### src/percVarPkg.sv
package percVarPkg;

	//////////////////////////////////////////////////////////////////////
	// Word types and sizes
	//////////////////////////////////////////////////////////////////////

	typedef logic signed [15:0] word16;
	typedef logic signed [31:0] word32;

	localparam int lpcOrder = 10;	// Default LPC order

	//////////////////////////////////////////////////////////////////////
	// Fixed-point constants of the LAR approximation and gamma rules
	//////////////////////////////////////////////////////////////////////

	localparam word16 seg1 = 16'sd1299;	// Breakpoints on |rc| >> 4
	localparam word16 seg2 = 16'sd1815;
	localparam word16 seg3 = 16'sd1944;

	localparam word16 slopeA1 = 16'sd4567;
	localparam word16 slopeA2 = 16'sd11776;
	localparam word16 slopeA3 = 16'sd27443;
	localparam word32 offsetB1 = 32'sd3271557;
	localparam word32 offsetB2 = 32'sd16357786;
	localparam word32 offsetB3 = 32'sd46808433;

	localparam word16 threshL1 = -16'sd3562;	// Leave smoothing
	localparam word16 threshH1 = 16'sd1336;
	localparam word16 threshL2 = -16'sd3116;	// Re-enter smoothing
	localparam word16 threshH2 = 16'sd890;

	localparam word16 gamma1Rough = 16'sd32113;
	localparam word16 gamma1Smooth = 16'sd30802;
	localparam word16 gamma2Max = 16'sd22938;
	localparam word16 gamma2Min = 16'sd13107;
	localparam word16 gamma2Smooth = 16'sd19661;

	localparam word16 alpha = 16'sd19302;	// Gap to gamma2 slope
	localparam word16 beta = 16'sd1024;

	typedef enum logic [2:0] {
		idle,
		convert0,
		convert1,
		decide,
		gapRun,
		gammaCalc,
		finish
	} ctrlState;

	//////////////////////////////////////////////////////////////////////
	// Saturating arithmetic
	//////////////////////////////////////////////////////////////////////

	function automatic word16 sat16(input word32 x);
		if (x > 32'sd32767)
			return 16'sd32767;
		else if (x < -32'sd32768)
			return -16'sd32768;
		else
			return word16'(x);
	endfunction

	function automatic word16 satAdd16(input word16 a, input word16 b);
		return sat16(word32'(a) + word32'(b));
	endfunction

	function automatic word16 satSub16(input word16 a, input word16 b);
		return sat16(word32'(a) - word32'(b));
	endfunction

	// Left shift by n, clipped to the 16-bit range
	function automatic word16 shl16(input word16 a, input int n);
		return sat16(word32'(a) <<< n);
	endfunction

	function automatic word16 mult16(input word16 a, input word16 b);
		word32 prod;
		prod = word32'(a) * word32'(b);
		return sat16(prod >>> 15);	// Q15 product, -1 * -1 clips
	endfunction

endpackage

### src/frameStore.sv
`timescale 1ns/1ns

module frameStore import percVarPkg::*; #(
	parameter int order = lpcOrder
) (
	input  logic clk,
	input  logic load,
	input  logic [4:0] loadAddr,
	input  word16 loadData,
	input  logic rcIndex,
	input  logic gapSet,
	input  logic [3:0] gapIndex,
	output word16 rcWord,
	output word16 lsfLow,
	output word16 lsfHigh
);

	localparam int depth = 2 + 2 * order;	// Two coefficients and two LSF sets

	word16 mem [depth];
	int lowIdx;

	// Single write port, addresses past the map are dropped
	always_ff @(posedge clk)
	begin
		if (load && (int'(loadAddr) < depth))
			mem[loadAddr] <= loadData;
	end

	// Interpolated set starts at 2, new set right after it
	always_comb
	begin
		lowIdx = 2 + int'(gapSet) * order + int'(gapIndex);
	end

	assign rcWord = mem[rcIndex];
	assign lsfLow = mem[lowIdx];
	assign lsfHigh = mem[lowIdx + 1];

endmodule

### src/larConvert.sv
`timescale 1ns/1ns

module larConvert import percVarPkg::*; (
	input  logic clk,
	input  logic reset,
	input  word16 rcIn,
	output word16 lar
);

	word16 absVal;
	word16 shifted;
	word16 halved;
	word16 slope;
	word16 larMag;
	word32 offset;
	word32 prod;
	word32 diffL;

	//////////////////////////////////////////////////////////////////////
	// Three-segment approximation on the magnitude
	//////////////////////////////////////////////////////////////////////

	always_comb
	begin
		absVal = rcIn[15] ? satSub16(16'sd0, rcIn) : rcIn;	// -1.0 clips to max
		shifted = absVal >>> 4;
		halved = shifted >>> 1;

		if (shifted <= seg2)
		begin
			slope = slopeA1;
			offset = offsetB1;
		end
		else if (shifted <= seg3)
		begin
			slope = slopeA2;
			offset = offsetB2;
		end
		else
		begin
			slope = slopeA3;
			offset = offsetB3;
		end

		// Fractional product, small operands so no clipping needed
		prod = (word32'(halved) * word32'(slope)) <<< 1;
		diffL = prod - offset;

		if (shifted <= seg1)
			larMag = shifted;	// Linear region near zero
		else
			larMag = word16'(diffL >>> 11);	// Low word of the scaled result
	end

	// Sign restored on the way into the output register
	always_ff @(posedge clk)
	begin
		if (reset)
			lar <= '0;
		else if (rcIn[15])
			lar <= satSub16(16'sd0, larMag);
		else
			lar <= larMag;
	end

endmodule

### src/lsfMinGap.sv
`timescale 1ns/1ns

module lsfMinGap import percVarPkg::*; #(
	parameter int order = lpcOrder
) (
	input  logic clk,
	input  logic reset,
	input  logic gapStart,
	input  word16 lsfLow,
	input  word16 lsfHigh,
	output logic [3:0] gapIndex,
	output word16 dMin,
	output logic gapDone
);

	localparam logic [3:0] lastIdx = 4'(order - 2);	// Index of the last pair

	logic running;
	word16 gap;

	// Gap between doubled neighbours, doubling is never written back
	always_comb
	begin
		gap = satSub16(shl16(lsfHigh, 1), shl16(lsfLow, 1));
	end

	//////////////////////////////////////////////////////////////////////
	// Pair counter, pair 0 is read in the start cycle
	//////////////////////////////////////////////////////////////////////

	always_ff @(posedge clk)
	begin
		if (reset)
		begin
			running <= 1'b0;
			gapIndex <= '0;
			gapDone <= 1'b0;
		end
		else
		begin
			gapDone <= 1'b0;
			if (!running && gapStart)
			begin
				running <= 1'b1;
				gapIndex <= 4'd1;
			end
			else if (running)
			begin
				if (gapIndex == lastIdx)
				begin
					running <= 1'b0;
					gapIndex <= '0;	// Ready for the next search
					gapDone <= 1'b1;
				end
				else
					gapIndex <= gapIndex + 4'd1;
			end
		end
	end

	// Running minimum, seeded by the first pair
	always_ff @(posedge clk)
	begin
		if (!running && gapStart)
			dMin <= gap;
		else if (running && (gap < dMin))
			dMin <= gap;
	end

endmodule

### src/percVar.sv
`timescale 1ns/1ns

module percVar import percVarPkg::*; #(
	parameter int order = lpcOrder
) (
	input  logic clk,
	input  logic reset,
	input  logic load,
	input  logic [4:0] loadAddr,
	input  word16 loadData,
	input  logic start,
	output logic busy,
	output logic done,
	output word16 gamma1Sf0,
	output word16 gamma1Sf1,
	output word16 gamma2Sf0,
	output word16 gamma2Sf1
);

	logic rcIndex;
	word16 rcWord;
	word16 rcOut;
	word16 lar;
	logic gapSet;
	logic [3:0] gapIndex;
	word16 lsfLow;
	word16 lsfHigh;
	logic gapStart;
	word16 dMin;
	logic gapDone;

	frameStore #(.order(order)) uStore (
		.clk(clk), .load(load), .loadAddr(loadAddr), .loadData(loadData),
		.rcIndex(rcIndex), .gapSet(gapSet), .gapIndex(gapIndex),
		.rcWord(rcWord), .lsfLow(lsfLow), .lsfHigh(lsfHigh)
	);

	larConvert uLar (
		.clk(clk), .reset(reset), .rcIn(rcOut), .lar(lar)
	);

	lsfMinGap #(.order(order)) uGap (
		.clk(clk), .reset(reset), .gapStart(gapStart),
		.lsfLow(lsfLow), .lsfHigh(lsfHigh),
		.gapIndex(gapIndex), .dMin(dMin), .gapDone(gapDone)
	);

	percVarCtrl uCtrl (
		.clk(clk), .reset(reset), .start(start),
		.rcWord(rcWord), .lar(lar), .dMin(dMin), .gapDone(gapDone),
		.rcIndex(rcIndex), .rcOut(rcOut), .gapStart(gapStart), .gapSet(gapSet),
		.busy(busy), .done(done),
		.gamma1Sf0(gamma1Sf0), .gamma1Sf1(gamma1Sf1),
		.gamma2Sf0(gamma2Sf0), .gamma2Sf1(gamma2Sf1)
	);

endmodule

### src/percVarCtrl.sv
`timescale 1ns/1ns

module percVarCtrl import percVarPkg::*; (
	input  logic clk,
	input  logic reset,
	input  logic start,
	input  word16 rcWord,
	input  word16 lar,
	input  word16 dMin,
	input  logic gapDone,
	output logic rcIndex,
	output word16 rcOut,
	output logic gapStart,
	output logic gapSet,
	output logic busy,
	output logic done,
	output word16 gamma1Sf0,
	output word16 gamma1Sf1,
	output word16 gamma2Sf0,
	output word16 gamma2Sf1
);

	ctrlState state;
	logic sf;	// Current subframe
	logic smooth;
	logic smoothNext;
	word16 prevLar0;
	word16 prevLar1;
	word16 larNew0;
	word16 larNew1;
	word16 g1Pend [2];	// Results waiting for done
	word16 g2Pend [2];
	word16 avg0;
	word16 avg1;
	word16 crit0;
	word16 crit1;
	word16 g2Raw;
	word16 g2Clamp;

	assign rcIndex = (state == convert1);
	assign rcOut = rcWord;	// Converter input
	assign gapSet = sf;	// Interpolated set for subframe 0
	assign gapStart = (state == decide) && !smoothNext;

	//////////////////////////////////////////////////////////////////////
	// Subframe LARs, hysteresis and gamma2 arithmetic
	//////////////////////////////////////////////////////////////////////

	always_comb
	begin
		// lar holds the second new LAR during the first decide cycle
		avg0 = satAdd16(larNew0, prevLar0) >>> 1;
		avg1 = satAdd16(lar, prevLar1) >>> 1;
		crit0 = sf ? larNew0 : avg0;
		crit1 = sf ? larNew1 : avg1;

		if (smooth)
			smoothNext = !((crit0 < threshL1) && (crit1 > threshH1));
		else
			smoothNext = (crit0 > threshL2) || (crit1 < threshH2);

		g2Raw = shl16(satSub16(beta, mult16(alpha, dMin)), 5);
		if (g2Raw > gamma2Max)
			g2Clamp = gamma2Max;
		else if (g2Raw < gamma2Min)
			g2Clamp = gamma2Min;
		else
			g2Clamp = g2Raw;
	end

	//////////////////////////////////////////////////////////////////////
	// Frame sequencer
	//////////////////////////////////////////////////////////////////////

	always_ff @(posedge clk)
	begin
		if (reset)
		begin
			state <= idle;
			sf <= 1'b0;
			busy <= 1'b0;
			done <= 1'b0;
			smooth <= 1'b1;
			prevLar0 <= '0;
			prevLar1 <= '0;
			gamma1Sf0 <= '0;
			gamma1Sf1 <= '0;
			gamma2Sf0 <= '0;
			gamma2Sf1 <= '0;
		end
		else
		begin
			done <= 1'b0;
			case (state)
				idle:
				begin
					if (start)
					begin
						busy <= 1'b1;
						sf <= 1'b0;
						state <= convert0;
					end
				end
				convert0: state <= convert1;
				convert1: state <= decide;
				decide:
				begin
					smooth <= smoothNext;
					if (!sf)
					begin
						prevLar0 <= larNew0;	// New LARs become next frame's old
						prevLar1 <= lar;
					end
					if (!smoothNext)
						state <= gapRun;
					else if (sf)
						state <= finish;
					else
						sf <= 1'b1;
				end
				gapRun:
				begin
					if (gapDone)
						state <= gammaCalc;
				end
				gammaCalc:
				begin
					if (sf)
						state <= finish;
					else
					begin
						sf <= 1'b1;
						state <= decide;
					end
				end
				finish:
				begin
					done <= 1'b1;
					busy <= 1'b0;
					gamma1Sf0 <= g1Pend[0];
					gamma1Sf1 <= g1Pend[1];
					gamma2Sf0 <= g2Pend[0];
					gamma2Sf1 <= g2Pend[1];
					state <= idle;
				end
				default: state <= idle;
			endcase
		end
	end

	// Captured LARs and pending gammas
	always_ff @(posedge clk)
	begin
		if (state == convert1)
			larNew0 <= lar;
		if ((state == decide) && !sf)
			larNew1 <= lar;
		if (state == decide)
		begin
			g1Pend[sf] <= smoothNext ? gamma1Smooth : gamma1Rough;
			if (smoothNext)
				g2Pend[sf] <= gamma2Smooth;
		end
		if (state == gammaCalc)
			g2Pend[sf] <= g2Clamp;
	end

endmodule

### config.mk
export PLATFORM = sky130hd
export DESIGN_NAME = percVar
export DESIGN_NICKNAME = d
export VERILOG_FILES = /design/src/percVarPkg.sv /design/src/frameStore.sv /design/src/larConvert.sv /design/src/lsfMinGap.sv /design/src/percVar.sv /design/src/percVarCtrl.sv
export SDC_FILE = /design/constraint.sdc
export NUM_CORES = 2
export LEC_CHECK = 0
export ABC_AREA = 0
export BUFFER_PORTS_ARGS = -buffer_cell sky130_fd_sc_hd__buf_2
export CAP_MARGIN = 30
export CELL_PAD_IN_SITES_DETAIL_PLACEMENT = 1
export CELL_PAD_IN_SITES_GLOBAL_PLACEMENT = 1
export CORE_MARGIN = 5
export CORE_UTILIZATION = 47
export CTS_CLUSTER_SIZE = 8
export DETAILED_ROUTE_END_ITERATION = 10
export PLACE_DENSITY = 0.74
export SLEW_MARGIN = 25
export SYNTH_ARGS = -nofsm -noshare
export SYNTH_HDL_FRONTEND = slang
export SYNTH_SLANG_ARGS = --single-unit
### constraint.sdc
create_clock -name clk -period 11.1 [get_ports clk]
set_input_delay 0.555 -clock clk [delete_from_list [all_inputs] [get_ports clk]]
set_output_delay 0.555 -clock clk [all_outputs]
set_load 0.01 [all_outputs]
== Word level (Yosys, flattened, before mapping) ==
Memories as Yosys holds them, arrays and structs flattened. A register that Yosys moved wholly into a read port is not among the register bits.
Index checks and enable logic that the tools add are counted.

* Logic and storage cells: 165
* Bits in registers: 141
* Input port bits: 25
* Memories kept: 3
* RAM bits: 406

{| class="wikitable"
|+ Memories
! memory !! words !! bits a word !! rd ports !! clocked after Yosys merged registers in !! write ports !! RTL line !! RTL
|-
| uStore.mem || 22 || 16 || 3 || 0 || 1 || frameStore.sv:20 || <nowiki>word16 mem [depth];</nowiki>
|-
| uCtrl.g2Pend || 2 || 16 || 2 || 2 || 1 || percVarCtrl.sv:32 || <nowiki>word16 g2Pend [2];</nowiki>
|-
| uCtrl.g1Pend || 2 || 11 || 2 || 2 || 1 || percVarCtrl.sv:31 || <nowiki>word16 g1Pend [2];</nowiki>
|}

* Multiplexer cells: 64
* Bitwise gates (word level): 3
* Order comparisons: 31
* Multiply operators: 3
* $add $sub $neg: 11
* Reductions and logical operators: 22
* Eq/ne operators: 11

{| class="wikitable"
|+ Operator list
! operator !! number
|-
| $mux 16 || 30
|-
| $gt 32x16->1 const B || 6
|-
| $lt 32x16->1 const B || 6
|-
| $mux 26 || 2
|-
| $gt 17x16->1 const B || 3
|-
| $lt 17x16->1 const B || 3
|-
| $le 12x12->1 const B || 3
|-
| $add 16x16->17 || 2
|-
| $sub 1x16->17 const A || 2
|-
| $mul 15x16->31 const A || 1
|-
| $mux 15 || 2
|-
| $sub 27x27->27 || 1
|-
| $mul 11x16->26 || 1
|-
| $gt 21x16->1 const B || 1
|-
| $lt 21x16->1 const B || 1
|-
| $mux 1 || 20
|-
| $pmux 3 s6 || 1
|-
| $sub 12x16->17 const A || 1
|-
| $sub 16x16->17 || 1
|-
| $gt 16x12->1 const B || 1
|-
| $gt 16x13->1 const B || 1
|-
| $gt 16x16->1 const B || 1
|-
| $lt 16x11->1 const B || 1
|-
| $lt 16x13->1 const B || 1
|-
| 32 further kinds || 53
|}

== Logic depth before layout (Yosys ltp) ==
An unclocked memory read counts as a cell.

* Depth in word-level cells: 18
* Mapped depth: 51
* Mapped depth without buffers: 46

== Cells and area by module ==
From an unflattened synthesis, not the netlist that was laid out.

* Cells, all modules: 3684
* Area, all modules: 40333.7 um2

{| class="wikitable"
|+ By module, submodules not included
! module !! times used !! sequential area each (um2) !! area each (um2) !! cells each
|-
| frameStore || 1 || 10570.1 || 16877.4 || 885
|-
| percVarCtrl || 1 || 3463.3 || 13178.9 || 1522
|-
| larConvert || 1 || 320.3 || 7868.8 || 979
|-
| lsfMinGap || 1 || 600.6 || 2408.6 || 298
|}

== Worst setup path after synthesis ==
Ideal clock, no wire load.

* Path kind: register to register
* From: memory uStore.mem[1][3] in the netlist's numbering
* To: register uLar.lar[8]
* Stages on the path, launching flop included: 39
* Data required time: 11.027 ns
* Period minus slack after synthesis: 10.505 ns
* Setup time: 0.073 ns
* Data arrival time: 10.432 ns
* Buffers on the path: 4
* Setup slack: 0.595 ns
* Cells stage by stage: edfxtp_1 or4_1 buf_4 or4_4 nand3_1 mux2_2 o31a_1 buf_6 inv_4 a31oi_1 clkbuf_1 or2_2 fa_1 fa_1 inv_1 ha_1 fa_1 inv_1 [... 3 more ...] o21a_1 o21ai_0 o21bai_1 xor2_1 ha_1 and3_1 a211oi_1 o21ba_2 nand2_1 or4_1 a311o_1 nand3_1 o2111ai_2 or4_4 or3b_1 a21o_1 buf_6 o211ai_2

{| class="wikitable"
|+ RTL lines
! item !! RTL line !! RTL
|-
| from (decl) || frameStore.sv:20 ||
|-
| to (signal assigned) || larConvert.sv:61 || <nowiki>lar <= satSub16(16'sd0, larMag);</nowiki>
|-
| to (signal assigned) || larConvert.sv:63 || <nowiki>lar <= larMag;</nowiki>
|-
| to (decl) || larConvert.sv:7 || <nowiki>output word16 lar</nowiki>
|}

==> results.txt <==
Post-layout minimum cycle time = 10.73 ns
Layout cells sized above 1 = 0.168
First-pass GRT wire length = 182 mm
Antenna viol nets, final = 0
CTS Buf Count = 77
CTS max path bufs = 3
GRT Residual Overflow = 0
Predominant post-synthesis flop cell = edfxtp_1
Avg Inst Size Synth = 11.4 um^2
Root Driver = clkbuf_16
Syn Std Cell Area = 38,800 um^2
Critical Path RT = 11.61 ns
Area delta synth->final = 11.1%
Crit path kind = flop to flop
Max Cap Violations = 0
Count of state elements after synthesis = 530
Largest stage delay, worst path = 0.59 ns
Commonest non-fill, non-tap cells in the layout = edfxtp_1 (434), inv_1 (317), nand2_1 (277)
Die Height = 297 um
Synth warnings = 0
FFs w/ async S/R, synth = 0
Largest net degree at the start of global routing = 105
Slew Viols, Final = 0
Fin crit share = 0.966
CP Capture Type = flop
Startpoint Class = flop
Met1 usage = 0.330
CTS sink cnt = 530
Initial core utilization = 0.474
CP dominant cell by count = fa_1
Post-route cell area = 43,100 um^2
Post-Route WL = 118 mm
Clk_lat worst skew = 0.63 ns
Reg-to-reg setup timing slack = 0.37 ns
Worst slew pin tran = 1.00 ns
Outcome = finished, final reports clean
Total track usage = 0.262
Num ports = 91
Crit-path max FO = 13
Area after DPL = 40,700 um^2
Wire length per cell = 25.5 um
DRT iter0 DRCs = 2,157
Post-synth EDFFs = 434
Cells after synthesis = 3,404
CTS tree = built
Core area = 82,000 um^2
Distinct cells, synth = 102
Met3 usage = 0.0447
Post-DP HPWL = 86.6 mm
H-tree lvl count = 3
Port Buf Inserts = 80
Filler cells = 8,637
NumNets Final = 4,002
Clock-pin slew of the registers on the worst-case setup and hold paths = 0.05 ns
Slew headroom = 0.330
Clk_skew = 0.0465 ns
Max stage delay cell, worst path = or4_4
Gr busiest metal = met2
GR Util met2 = 0.460
Vias per cell = 6.19
Worst hold slack = 0.306 ns
Crit path arrival time = 11.24 ns
Post-route DRC = 0
Row count = 105
Sequential area share after synthesis = 0.385
Final hold vios = 0
Worst path bufs/invs = 6
DR pass1 iterations = 7
Worst Hold Class = primary input to flop
Initial antenna violation count = 13
Routability congestion estimate = 0.903
Most common cell after layout, fill and taps aside = edfxtp_1
Chip Width = 297 um
Total number of vias = 28,600
Die Footprint = 88,500 um^2
Final setup viols = 0
Top Family by Delay on Critical Path = simple AND/OR/NAND/NOR gates
FMAX = 0.0932 GHz
Vias in the first global route = 30,900
stage by stage:
stage	setup WS, ns	TNS, ns	util	cells
6_report	0.375	0	0.526	4616
5_1_grt	-0.0139	-0.0139	0.526	4613
4_1_cts	0.0325	0	0.523	4604
3_5_place_dp	-0.181	-1.42	0.496	4496
3_3_place_gp	0.158	0	0.496	4496
2_1_floorplan	0.595	0	-	3426
cells in the mapped netlist (all sizes together) (29+ instances only):
library cell	n	area, um^2
nor3	43	220
a211oi	30	243
o21ai	117	586
a21o	54	405
ha	273	3420
dfxtp	96	1920
nor2	208	781
mux4	192	4320
nand3	61	305
a21oi	272	1390
clkbuf	118	443
nand2	278	1040
fa	191	3820
a31oi	32	206
xnor2	61	534
xor2	41	359
or2	29	181
edfxtp	434	13000
inv	320	1210
mux2i	59	591
buf	70	449
layout make-up:
cell class	instances	area [um^2]	area share
timing repair buffer	196	1310	0.0303
tap	1070	1340	0.0310
multi-input combinational	2386	22100	0.513
clock buffer	99	2030	0.0471
sequential	530	15000	0.347
inverter	322	1220	0.0282
antenna	5	12.5	0.000290
clock inverter	8	163	0.00377
worst paths after layout:
kind | depth (start not counted) | start | endpoint
setup / recovery | 36 | uStore.mem[1][3] | uLar.lar[6]
hold / removal | 3 | start | uCtrl.gapSet
setup reg to reg | 36 | uStore.mem[1][3] | uLar.lar[6]
hold reg to reg | 2 | gamma2Sf0[7] | gamma2Sf0[7]
layer usage:
layer | up-vias | share of wire
li1 | 12700 | -
met1 | 14700 | 0.40
met2 | 946 | 0.50
met3 | 238 | 0.062
met4 | 6 | 0.035
met5 | - | 0.00030
sequential cells by signal (all words and copies together), names as in the netlist, 4 cells and up:
| signal | count |
|---|---|
| uStore.mem | 352 |
| uGap.gapIndex | 4 |
| uGap.dMin | 16 |
| uCtrl.g2Pend | 30 |
| uCtrl.larNew1 | 16 |
| uLar.lar | 16 |
| uCtrl.prevLar1 | 16 |
| uCtrl.prevLar0 | 16 |
| gamma2Sf0 | 15 |
| uCtrl.larNew0 | 16 |
| uCtrl.g1Pend | 4 |
| gamma2Sf1 | 15 |
worst reg2reg max path, delay by kind of cell, from the launching register on:
kind | cells | cell delay (ns)
simple gates | 10 | 3.40
fa+ha+maj | 7 | 3.23
compound gates | 12 | 2.82
buf+inv | 6 | 0.59
flops | 1 | 0.43
xor+xnor | 1 | 0.15
repair_timing:
action                                  4_1_cts  5_1_grt
pin swaps                                     1        7
hold buffers                                  0        0
endpoints found under the setup margin       15       31
gates cloned                                  0        0
gates resized for setup                       7       35
setup buffers                                 1        6
logic make-up (layout without fill, tap and decap cells):
group	count (synthesis)	in the layout	synth area share
fa+ha+maj	471	471	0.188
flops	530	530	0.385
simple gates	828	828	0.103
other cells	2	29	0.000193
xor+xnor	102	102	0.0230
buf+inv	510	625	0.0543
compound gates	702	702	0.118
mux	259	259	0.129
Power is not shown: default switching activity piles up to over one toggle a cycle in this logic, so the estimate is an artifact.
